$ cat config.mk
export PLATFORM = sky130hd
export DESIGN_NAME = exec_unit
export DESIGN_NICKNAME = d
export VERILOG_FILES = /design/src/hw/rv_exec_pkg.sv /design/src/hw/exec_unit.sv /design/src/hw/exec_ctrl.sv /design/src/hw/serial_shifter.sv /design/src/hw/shift_counter.sv /design/src/hw/alu.sv /design/src/hw/reg_file.sv /design/src/hw/instr_decoder.sv
export SDC_FILE = /design/constraint.sdc
export NUM_CORES = 2
export LEC_CHECK = 0
export BUFFER_PORTS_ARGS = -buffer_cell sky130_fd_sc_hd__buf_2
export CAP_MARGIN = 20
export CORE_AREA = 2 2 415 519
export DETAILED_ROUTE_END_ITERATION = 8
export DIE_AREA = 0 0 417 521
export PLACE_DENSITY = 0.5
export SYNTH_ARGS = -nofsm -noshare
export SYNTH_HDL_FRONTEND = slang
export SYNTH_SLANG_ARGS = --single-unit
$ cat constraint.sdc
create_clock -name clk -period 13.2 [get_ports clk]
set_input_delay 0.66 -clock clk [delete_from_list [all_inputs] [get_ports clk]]
set_output_delay 0.66 -clock clk [all_outputs]
set_load 0.1 [all_outputs]
$ cat src/hw/rv_exec_pkg.sv
`default_nettype none

package rv_exec_pkg;

  typedef logic [31:0] word_t;     // Operands, immediates, results
  typedef logic [4:0]  reg_idx_t;  // Register index rs1, rs2, rd
  typedef logic [2:0]  funct3_t;   // Operation selector
  typedef logic [4:0]  shamt_t;    // Shift distance

  // Major opcodes of the two supported groups
  localparam logic [6:0] OPC_OP     = 7'b0110011;
  localparam logic [6:0] OPC_OP_IMM = 7'b0010011;

  localparam funct3_t F3_ADD_SUB = 3'b000;
  localparam funct3_t F3_SLL     = 3'b001;
  localparam funct3_t F3_SLT     = 3'b010;
  localparam funct3_t F3_SLTU    = 3'b011;
  localparam funct3_t F3_XOR     = 3'b100;
  localparam funct3_t F3_SRL_SRA = 3'b101;
  localparam funct3_t F3_OR      = 3'b110;
  localparam funct3_t F3_AND     = 3'b111;

  // The two funct7 values the base ISA knows
  localparam logic [6:0] F7_ZERO = 7'b0000000;
  localparam logic [6:0] F7_ALT  = 7'b0100000;

  typedef enum logic [1:0] {
    IDLE,   // Waiting for an instruction
    SHIFT,  // Serial shift running
    DONE    // Result pulse and write-back
  } exec_state_t;

endpackage

`default_nettype wire
$ cat src/hw/exec_unit.sv
`timescale 1ns/1ns
`default_nettype none

module exec_unit #(
  parameter int NUM_REGS = 32
) (
  input  logic                  clk,
  input  logic                  arst_n,
  input  logic                  instr_valid,
  input  rv_exec_pkg::word_t    instr,
  output logic                  instr_ready,
  input  logic                  flush,
  output logic                  result_valid,
  output rv_exec_pkg::reg_idx_t rd_idx,
  output rv_exec_pkg::word_t    rd_val,
  output logic                  illegal
);
  import rv_exec_pkg::*;

  reg_idx_t dec_rs1;
  reg_idx_t dec_rs2;
  reg_idx_t dec_rd;
  funct3_t  dec_funct3;
  logic     dec_alt;
  word_t    dec_imm;
  logic     dec_is_imm;
  logic     dec_is_shift;
  logic     dec_illegal;
  word_t    rs1_data;
  word_t    rs2_data;
  word_t    alu_rhs;
  word_t    alu_value;
  word_t    shifted;
  logic     wr_en;
  logic     ctr_load;
  logic     ctr_dec;
  logic     count_zero;
  logic     sh_load;
  logic     sh_step;
  logic     sh_left;
  logic     sh_arith;

  instr_decoder #(.NUM_REGS(NUM_REGS)) u_dec (
    .instr(instr), .rs1_idx(dec_rs1), .rs2_idx(dec_rs2), .rd_idx(dec_rd),
    .funct3(dec_funct3), .alt(dec_alt), .imm(dec_imm), .is_imm(dec_is_imm),
    .is_shift(dec_is_shift), .illegal(dec_illegal)
  );

  reg_file #(.NUM_REGS(NUM_REGS)) u_rf (
    .clk(clk), .arst_n(arst_n), .rs1_idx(dec_rs1), .rs2_idx(dec_rs2),
    .wr_idx(rd_idx), .wr_en(wr_en), .wr_data(rd_val),
    .rs1_data(rs1_data), .rs2_data(rs2_data)
  );

  alu u_alu (
    .funct3(dec_funct3), .alt(dec_alt), .lhs(rs1_data), .rhs(alu_rhs), .value(alu_value)
  );

  // Shift distance is the low five bits of the second operand
  shift_counter u_cnt (
    .clk(clk), .arst_n(arst_n), .load(ctr_load), .dec(ctr_dec),
    .shamt(alu_rhs[4:0]), .count_zero(count_zero)
  );

  serial_shifter u_shf (
    .clk(clk), .arst_n(arst_n), .load(sh_load), .step(sh_step), .left(sh_left),
    .arith(sh_arith), .din(rs1_data), .dout(shifted)
  );

  exec_ctrl u_ctrl (
    .clk(clk), .arst_n(arst_n), .instr_valid(instr_valid), .flush(flush),
    .rd_idx(dec_rd), .funct3(dec_funct3), .alt(dec_alt), .imm(dec_imm),
    .is_imm(dec_is_imm), .is_shift(dec_is_shift), .illegal(dec_illegal),
    .rs2_data(rs2_data), .alu_value(alu_value), .shifted(shifted),
    .count_zero(count_zero), .instr_ready(instr_ready), .result_valid(result_valid),
    .illegal_out(illegal), .rd_out(rd_idx), .rd_val(rd_val), .wr_en(wr_en),
    .alu_rhs(alu_rhs), .ctr_load(ctr_load), .ctr_dec(ctr_dec), .sh_load(sh_load),
    .sh_step(sh_step), .sh_left(sh_left), .sh_arith(sh_arith)
  );

endmodule

`default_nettype wire

$ cat src/hw/exec_ctrl.sv
`timescale 1ns/1ns
`default_nettype none

module exec_ctrl (
  input  logic                  clk,
  input  logic                  arst_n,
  input  logic                  instr_valid,
  input  logic                  flush,
  input  rv_exec_pkg::reg_idx_t rd_idx,
  input  rv_exec_pkg::funct3_t  funct3,
  input  logic                  alt,
  input  rv_exec_pkg::word_t    imm,
  input  logic                  is_imm,
  input  logic                  is_shift,
  input  logic                  illegal,
  input  rv_exec_pkg::word_t    rs2_data,
  input  rv_exec_pkg::word_t    alu_value,
  input  rv_exec_pkg::word_t    shifted,
  input  logic                  count_zero,
  output logic                  instr_ready,
  output logic                  result_valid,
  output logic                  illegal_out,
  output rv_exec_pkg::reg_idx_t rd_out,
  output rv_exec_pkg::word_t    rd_val,
  output logic                  wr_en,
  output rv_exec_pkg::word_t    alu_rhs,
  output logic                  ctr_load,
  output logic                  ctr_dec,
  output logic                  sh_load,
  output logic                  sh_step,
  output logic                  sh_left,
  output logic                  sh_arith
);
  import rv_exec_pkg::*;

  exec_state_t state;
  exec_state_t state_nxt;

  logic     accept;
  logic     start_shift;
  logic     shift_run;   // One bit moves this cycle
  logic     shift_end;   // Last bit done, leave SHIFT
  reg_idx_t rd_q;
  word_t    val_q;
  logic     illegal_q;
  logic     left_q;
  logic     arith_q;

  assign alu_rhs = is_imm ? imm : rs2_data;  // Second operand mux

  assign instr_ready = (state == IDLE) && !flush;
  assign accept      = instr_valid && instr_ready;
  assign start_shift = accept && is_shift && !illegal;

  assign shift_run = (state == SHIFT) && !flush && !count_zero;
  assign shift_end = (state == SHIFT) && !flush && count_zero;

  always_comb begin
    state_nxt = state;
    case (state)
      IDLE: begin
        if (start_shift) begin
          state_nxt = SHIFT;
        end else if (accept) begin
          state_nxt = DONE;  // Single-step or illegal
        end
      end
      SHIFT: begin
        if (flush) begin
          state_nxt = IDLE;  // Drop the shift, no result
        end else if (count_zero) begin
          state_nxt = DONE;
        end
      end
      DONE:    state_nxt = IDLE;
      default: state_nxt = IDLE;
    endcase
  end

  always_ff @(posedge clk or negedge arst_n) begin
    if (!arst_n) begin
      state     <= IDLE;
      illegal_q <= 1'b0;
    end else begin
      state <= state_nxt;
      if (accept) begin
        illegal_q <= illegal;
      end
    end
  end

  // Destination, direction and result value
  always_ff @(posedge clk) begin
    if (accept) begin
      rd_q    <= rd_idx;
      left_q  <= (funct3 == F3_SLL);
      arith_q <= alt;
      val_q   <= illegal ? '0 : alu_value;
    end else if (shift_end) begin
      val_q <= shifted;
    end
  end

  assign ctr_load = start_shift;
  assign sh_load  = start_shift;
  assign ctr_dec  = shift_run;
  assign sh_step  = shift_run;
  assign sh_left  = left_q;
  assign sh_arith = arith_q;

  assign result_valid = (state == DONE);
  assign wr_en        = (state == DONE) && !illegal_q;  // Write lands at exit of DONE
  assign illegal_out  = illegal_q;
  assign rd_out       = rd_q;
  assign rd_val       = val_q;

endmodule

`default_nettype wire

$ cat src/hw/serial_shifter.sv
`timescale 1ns/1ns
`default_nettype none

module serial_shifter (
  input  logic               clk,
  input  logic               arst_n,
  input  logic               load,
  input  logic               step,
  input  logic               left,
  input  logic               arith,
  input  rv_exec_pkg::word_t din,
  output rv_exec_pkg::word_t dout
);
  import rv_exec_pkg::*;

  word_t sh_q;
  logic  fill;  // Bit entering at the top on a right shift

  assign fill = arith & sh_q[31];

  always_ff @(posedge clk or negedge arst_n) begin
    if (!arst_n) begin
      sh_q <= '0;
    end else if (load) begin
      sh_q <= din;
    end else if (step) begin
      if (left) begin
        sh_q <= {sh_q[30:0], 1'b0};
      end else begin
        sh_q <= {fill, sh_q[31:1]};
      end
    end
  end

  assign dout = sh_q;

endmodule

`default_nettype wire

$ cat src/hw/shift_counter.sv
`timescale 1ns/1ns
`default_nettype none

module shift_counter (
  input  logic                clk,
  input  logic                arst_n,
  input  logic                load,
  input  logic                dec,
  input  rv_exec_pkg::shamt_t shamt,
  output logic                count_zero
);
  import rv_exec_pkg::*;

  shamt_t count;  // Bits still to shift

  always_ff @(posedge clk or negedge arst_n) begin
    if (!arst_n) begin
      count <= '0;
    end else if (load) begin
      count <= shamt;
    end else if (dec && count != '0) begin
      count <= count - 1'b1;
    end
  end

  assign count_zero = (count == '0);

endmodule

`default_nettype wire

$ cat src/hw/alu.sv
`timescale 1ns/1ns
`default_nettype none

module alu (
  input  rv_exec_pkg::funct3_t funct3,
  input  logic                 alt,
  input  rv_exec_pkg::word_t   lhs,
  input  rv_exec_pkg::word_t   rhs,
  output rv_exec_pkg::word_t   value
);
  import rv_exec_pkg::*;

  word_t sum;
  word_t diff;
  logic  lt_signed;
  logic  lt_unsigned;

  assign sum  = lhs + rhs;
  assign diff = lhs - rhs;

  assign lt_signed   = $signed(lhs) < $signed(rhs);
  assign lt_unsigned = lhs < rhs;

  always_comb begin
    case (funct3)
      F3_ADD_SUB: value = alt ? diff : sum;
      F3_SLT:     value = {31'b0, lt_signed};
      F3_SLTU:    value = {31'b0, lt_unsigned};
      F3_XOR:     value = lhs ^ rhs;
      F3_OR:      value = lhs | rhs;
      F3_AND:     value = lhs & rhs;
      default:    value = '0;  // Shifts go through serial_shifter
    endcase
  end

endmodule

`default_nettype wire

$ cat src/hw/reg_file.sv
`timescale 1ns/1ns
`default_nettype none

module reg_file #(
  parameter int NUM_REGS = 32
) (
  input  logic                  clk,
  input  logic                  arst_n,
  input  rv_exec_pkg::reg_idx_t rs1_idx,
  input  rv_exec_pkg::reg_idx_t rs2_idx,
  input  rv_exec_pkg::reg_idx_t wr_idx,
  input  logic                  wr_en,
  input  rv_exec_pkg::word_t    wr_data,
  output rv_exec_pkg::word_t    rs1_data,
  output rv_exec_pkg::word_t    rs2_data
);
  import rv_exec_pkg::*;

  word_t regs [NUM_REGS];

  logic rs1_ok;
  logic rs2_ok;
  logic wr_ok;

  // x0 and out-of-range indices never hit the array
  assign rs1_ok = (rs1_idx != '0) && (int'(rs1_idx) < NUM_REGS);
  assign rs2_ok = (rs2_idx != '0) && (int'(rs2_idx) < NUM_REGS);
  assign wr_ok  = wr_en && (wr_idx != '0) && (int'(wr_idx) < NUM_REGS);

  assign rs1_data = rs1_ok ? regs[rs1_idx] : '0;
  assign rs2_data = rs2_ok ? regs[rs2_idx] : '0;

  always_ff @(posedge clk or negedge arst_n) begin
    if (!arst_n) begin
      for (int i = 0; i < NUM_REGS; i++) begin
        regs[i] <= '0;
      end
    end else if (wr_ok) begin
      regs[wr_idx] <= wr_data;
    end
  end

endmodule

`default_nettype wire

$ cat src/hw/instr_decoder.sv
`timescale 1ns/1ns
`default_nettype none

module instr_decoder #(
  parameter int NUM_REGS = 32
) (
  input  rv_exec_pkg::word_t    instr,
  output rv_exec_pkg::reg_idx_t rs1_idx,
  output rv_exec_pkg::reg_idx_t rs2_idx,
  output rv_exec_pkg::reg_idx_t rd_idx,
  output rv_exec_pkg::funct3_t  funct3,
  output logic                  alt,
  output rv_exec_pkg::word_t    imm,
  output logic                  is_imm,
  output logic                  is_shift,
  output logic                  illegal
);
  import rv_exec_pkg::*;

  logic [6:0] opcode;
  logic [6:0] funct7;
  logic       is_op;
  logic       bad_opc;
  logic       bad_f7;
  logic       bad_idx;
  logic       f7_two_ok;  // funct7 is one of the two base values

  assign opcode  = instr[6:0];
  assign rd_idx  = instr[11:7];
  assign funct3  = instr[14:12];
  assign rs1_idx = instr[19:15];
  assign rs2_idx = instr[24:20];
  assign funct7  = instr[31:25];

  assign imm = {{20{instr[31]}}, instr[31:20]};  // I-type, sign extended

  assign is_op   = (opcode == OPC_OP);
  assign is_imm  = (opcode == OPC_OP_IMM);
  assign bad_opc = !(is_op || is_imm);

  assign is_shift = (funct3 == F3_SLL) || (funct3 == F3_SRL_SRA);

  // For ADDI the bit at 30 is immediate data, not a subtract request
  assign alt = instr[30] && (is_op || funct3 == F3_SRL_SRA);

  assign f7_two_ok = (funct7 == F7_ZERO) || (funct7 == F7_ALT);

  always_comb begin
    bad_f7 = 1'b0;
    if (is_op) begin
      case (funct3)
        F3_ADD_SUB, F3_SRL_SRA: bad_f7 = !f7_two_ok;
        default:                bad_f7 = (funct7 != F7_ZERO);
      endcase
    end else if (is_imm) begin
      case (funct3)
        F3_SLL:     bad_f7 = (funct7 != F7_ZERO);
        F3_SRL_SRA: bad_f7 = !f7_two_ok;
        default:    bad_f7 = 1'b0;  // Upper bits are immediate
      endcase
    end
  end

  // rs2 only counts for register-register ops
  assign bad_idx = (int'(rd_idx) >= NUM_REGS) ||
                   (int'(rs1_idx) >= NUM_REGS) ||
                   (is_op && int'(rs2_idx) >= NUM_REGS);

  assign illegal = bad_opc || bad_f7 || bad_idx;

endmodule

`default_nettype wire

======== Yosys cells after proc, flatten, opt, wreduce, memory -nomap -nowiden ========
Cells that the tools add are included.
storage, ports and cells
  input bits .............................. 36
  flip-flop bits (word level) ............. 1103
operators by class
  mux-type cells .......................... 31
  order comparisons ....................... 6
  reductions and logical operators ........ 37
  eq/ne operators ......................... 14
  add/sub/neg operators ................... 3
  bitwise logic cells ..................... 7
operator list
  operator                                                               count
  1024-bit bitwise mux                                                   1
  32-bit two-way mux                                                     15
  32-bit binary-select mux with 5-bit select                             2
  32-bit one-hot mux with 6 select lines                                 1
  32-bit demux with 5-bit select                                         1
  32-bit < comparator                                                    2
  32-bit adder                                                           1
  32-bit bitwise AND                                                     1
  32-bit OR                                                              1
  32-bit subtractor                                                      1
  32-bit XOR                                                             1
  5-bit nonzero test                                                     4
  6-bit >= comparator, second input constant                             3
  5-bit inverter with 6-bit output                                       3
  7-bit by 6-bit equality test with 1-bit output, second input constant  2
  3-bit equality test, second input constant                             4
  1-bit logical AND                                                      12
  5-bit two-way mux                                                      2
  2-bit two-way mux                                                      4
  7-bit by 5-bit equality test with 1-bit output, second input constant  1
  7-bit zero test                                                        1
  7-bit nonzero test                                                     1
  3-bit by 2-bit equality test with 1-bit output, second input constant  2
  1-bit zero test                                                        6
  17 further kinds                                                       26

======== Longest topological paths before layout ========
  depth after elaboration ................. 11
  depth in mapped cells ................... 32

======== Cells and area by module ========
Synthesis repeated with hierarchy kept, for this count alone.
unflattened totals
  cells, all modules ...................... 4932
  area, all modules ....................... 65492.8 µm²
modules (own cells, without submodules)
  module          instances  seq. area each (µm²)  area an instance (µm²)  cells an instance
  reg_file        1          25624.6               55174.2                 3613
  alu             1          0.0                   5393.9                  838
  exec_ctrl       1          1246.2                2311.0                  205
  serial_shifter  1          800.8                 1834.3                  181
  instr_decoder   1          0.0                   475.5                   63
  shift_counter   1          125.1                 304.0                   32

======== Worst setup path after synthesis ========
OpenSTA, ideal clock, no wires.
  kind .................................... input to register
  from .................................... input port instr[20]
  to ...................................... register u_ctrl.val_q[22], in the netlist u_ctrl.rd_val[22] (data pin)
  arrival time ............................ 5992 ps
  data required time ...................... 13042 ps
  stages .................................. 28
  setup time .............................. 158 ps
  setup slack ............................. 7050 ps
  cells stage by stage .................... buf_6 > buf_12 > buf_6 > buf_6 > buf_6 > buf_2 > buf_2 > buf_2 > mux4_2 > mux4_2 > a22oi_1 > nand2_1 > o21a_1 > ha_1 > clkbuf_1 > a21oi_1 > o21ai_0 > a21oi_1 > nor2_1 > o211ai_1 > nand2_1 > a211o_1 > a31o_2 > a211oi_1 > o21ai_1 > xnor2_1 > or3_1 > o211ai_1
between the ends
  cells in the longest elaborated chain, start to end .. 11
  elaborated cells on any way between the ends .. 16
  those cells by class .................... add/sub: 2; mux: 9; bitwise: 4; reduce/logical: 1
RTL lines
  what                                                      RTL line              RTL
  start, declared                                           exec_unit.sv:10       input rv_exec_pkg::word_t instr,
  5-bit inverter with 6-bit output (not written as such)    reg_file.sv:31        assign rs2_data = rs2_ok ? regs[rs2_idx] : '0;
  32-bit binary-select mux with 5-bit select                reg_file.sv:31
  32-bit two-way mux (not written as such) (2 in series)    reg_file.sv:31
  32-bit two-way mux                                        reg_file.sv:31
  32-bit two-way mux (*)                                    exec_ctrl.sv:49       assign alu_rhs = is_imm ? imm : rs2_data;
  32-bit adder / 32-bit subtractor (equally long branches)  alu.sv:18, alu.sv:19
  32-bit two-way mux                                        alu.sv:26             F3_ADD_SUB: value = alt ? diff : sum;
  32-bit one-hot mux with 6 select lines (*)                alu.sv:25             case (funct3)
  32-bit two-way mux (*)                                    exec_ctrl.sv:98       val_q <= illegal ? '0 : alu_value;
  32-bit two-way mux (*)                                    exec_ctrl.sv:94       if (accept) begin
  end signal, assigned                                      exec_ctrl.sv:98
  end signal, assigned                                      exec_ctrl.sv:100      val_q <= shifted;
  end, declared                                             exec_ctrl.sv:44       word_t val_q;
Mark *: on every way between the ends. The rest lies on a longest branch, timed or not. The select of a mux whose other input is x is not followed.
A chain may end at the register's enable or synchronous reset.

======== Final worst setup path ========
  from .................................... input port instr[20]
  to ...................................... register u_ctrl.val_q[25], in the netlist u_ctrl.rd_val[25] (data pin)
The elaborated chain is that of the path after synthesis.

==> out/results.ini <==
[clock_tree]
numClockSinks=1103
cts_tree=yes
clkTransAtPathRegs_ns=0.06
cts_inserted_buffers=113
postCtsSetupRepairBufs=0
clock_latency_ns=0.78
cts-root-buf=clkbuf_16
clockBufferDepth=3
cts-htree-levels=3

[power]
powerDensity_nw_per_um2=107
p_leak_nw=31.5
ir_drop_v=0.000105

[setup_path]
cp_data_required_time_ns=13.71
path_class=primary input to register
worst-path-max-fanout=93
cp-end-kind=register
worst_setup_path_start_kind=primary input
ff2ff_path_depth=19
critPathCapture=u_ctrl.rd_val[25]
worstPathArrival_ns=6.95
max_stage_delay_ns=0.75
cp.buffers_inverters=4
timing.rr.start=u_rf.regs[647]
crit_start=instr[20]
r2r-end=u_ctrl.rd_val[22]
path_delay_family=buffers and inverters
critPathSlowestCell=buf_4
cp_cell_sequence=buf_8 -> buf_12 -> buf_4 -> mux4_2 -> mux4_2 -> a22o_1 -> nor2_1 -> nor2_1 -> inv_1 -> ha_1 -> and3_1 -> nand2_1 -> or3_1 -> o41ai_1 -> nand2_1 -> o221ai_1 -> xnor2_1 -> o21ai_1
cp.depth=18
rrSetupSlack_ns=8.09

[routing]
ant_nets=0
via_per_inst=5.65
drt_iter0_drc=3284
drt-wirelength-per-cell_um=30.0
dr.pass1.iters=5
wl_mm=221
vias=41612
drc=0

[synth]
yosys-top-cells-area=dfrtp_1 42%, mux4_2 19%, mux2_2 18%
ys_seq_area_frac=0.439
synth.net_count=4789
synth-compound-area-share=0.0597
synthMuxAreaShare=0.398
synth_top_family_by_area=multiplexers
yosysUniqueCellTypes=98
synth_warnings=0
ys_ff_latch=1103
postSynthCellCount=4663
synthSimpleGateAreaFrac=0.0425
synth_xor_area_frac=0.00484
synth_fa_ha_area_frac=0.0178
netlist_area_um2=63400
synth.avg_cell_area_um2=13.6
yosys.area.top_type_share=0.420
yosysTopAreaCell=dfrtp_1
synth_edf_count=39
ys.flop_type=dfrtp_1
ys_async_sr_fraction=0.965

[floorplanning]
num_rows=189
core-area_um2=212000
die_area_um2=217000
initial_core_util=0.299
die_y_um=521
ioPinCount=76
die_x_um=417

[grt]
globalRoute.totalOverflow=0
grt_pass1_vias=43840
grt_max_degree=166
antenna_found_initial=5
grt_pass1_wl_mm=324
grt_usage=0.203

[worst_hold_path]
hold_class=primary input to register
min_path_cells=1

[timing]
finalCriticalPeriod_ns=6.44
tightest_slew_ns=1.22
maxSlewViolCount=0
finalSetupViolCount=0
rsz0062_at_grt=no
hold_violations=0
clock_skew_ns=0.0366
fmax_mhz=155
timing.final.crit_share=0.488
tns_ns=0
max_slew_margin=0.188

[placement]
place_area_um2=66600
hpwl_mm=130
place_congestion=0.945
io_buffers=75

[finish]
final_util=0.332
stdcell_area_um2=70500
n_fill_cell=20755
drive_gt1_frac=0.439
multi_input_area_um2=33400
fin_nets=4624
area_delta_synth_final_pct=11.2
seqCellArea_um2=27800

[run]
max_cap_viol_count=0

[run_status]
status=complete, no violations

## worst register-to-register path, cell delays in order, from the launching register on
cell      delay (ns)
dfrtp_1         0.38
mux4_2          0.48
mux4_2          0.48
a22oi_1         0.32
nand2_1         0.10
o21a_1          0.14
ha_1            0.43
a21oi_1         0.24
o21ai_0         0.10
a21oi_1         0.15
nor2_1          0.06
o211ai_1        0.19
nand2_1         0.10
a211o_1         0.28
a31o_2          0.25
a211oi_1        0.55
o21ai_1         0.18
xnor2_1         0.15
or3_1           0.32
o211ai_1        0.09
## placed cells by master, fill, tap and decap left out, types with 33 or more instances in the layout
cell type and n:
dfrtp_1 1064, mux2_2 1002, mux4_2 540, nand2_1 253, mux2i_1 139, a21oi_1 138
nor2_1 124, clkbuf_16 121, buf_4 115, o21ai_0 107, inv_1 105, ha_1 90
buf_2 66, o211ai_1 40, a22oi_1 40, edfxtp_1 39, nand3_1 33
## what timing repair did
item,CTS,global route
hold buffers,1,0
endpoints found under the setup margin,0,0
endpoints found under the hold margin,13,0
resized for setup,0,0
## synth_stat cells, drive strengths merged (13+ instances only)
master	n
nor2	136
a22oi	40
or3	21
o211ai	41
o21ai	122
a31oi	15
mux2	1006
nor4	13
dfrtp	1064
nand2	271
ha	90
mux2i	139
o221ai	28
nor3	29
nor2b	20
a22o	29
nand3	34
a221oi	20
buf	147
mux4	553
xnor2	31
a21oi	140
clkbuf	336
o22ai	17
edfxtp	39
inv	107
o21bai	15
## worst min-delay path by stage
stage                         startpoint  slack, ns               end
after floorplan                   arst_n       0.36    u_cnt.count[0]
after global placement    u_rf.regs[996]       0.36    u_rf.regs[996]
after detailed placement  u_rf.regs[996]       0.36    u_rf.regs[996]
after CTS                      instr[10]       0.04  u_ctrl.rd_out[3]
after global routing            instr[9]       0.07  u_ctrl.rd_out[2]
final                          instr[10]       0.08  u_ctrl.rd_out[3]
## sequential cells by signal, summed over array words and instances, names as in the netlist
name,count
u_ctrl.rd_val,32
u_rf.regs,1024
u_ctrl.state,2
u_ctrl.rd_out,5
u_ctrl.illegal_out,1
u_ctrl.sh_arith,1
u_shf.dout,32
u_cnt.count,5
u_ctrl.sh_left,1
## through the flow
stage               power, mW  cells  worst slack (ns)  hold WS [ns]
detailed placement       4.24   7145              5.99         0.365
finish                   7.51   7366              6.76        0.0763
global placement         4.24   7143              6.05         0.362
global route             7.78   7365              6.39        0.0683
CTS                      7.60   7358              6.82        0.0364
floorplan                3.97   4663              7.05         0.364
## kinds of logic after synthesis
| family | count (synthesis) |
|---|---|
| DFF | 1103 |
| AOI/OAI and AO/OA | 552 |
| adders and majority gates | 90 |
| and+or+nand+nor | 593 |
| buffers and inverters | 592 |
| muxes | 1698 |
| xor gates and xnor gates | 35 |
## per-layer routing
metal  track usage  wire length [um]  vias up
met5             0                 7        -
met4        0.0782              8600        2
met3        0.0230              9180      380
met2         0.356            112000     1111
met1         0.255             90900    22749
li1              -                 -    17370
## power by group
| part | total [mW] | internal (mW) | switching, mW |
|---|---|---|---|
| clock | 3.33 | 1.87 | 1.47 |
| combinational | 0.699 | 0.236 | 0.463 |
| sequential | 3.48 | 3.44 | 0.0380 |
| total | 7.51 | 5.54 | 1.97 |
## final cells by class
class / instances / area share
well taps: 2769 / 0.0491
diodes: 2 / 0.0000710
repair buffers: 203 / 0.0228
clock buffers: 175 / 0.0498
flip-flops and latches: 1103 / 0.394
inverters: 109 / 0.00584
multi-input cells: 2968 / 0.474
clock inverters: 37 / 0.00394
(Power assumes the default switching activity.)
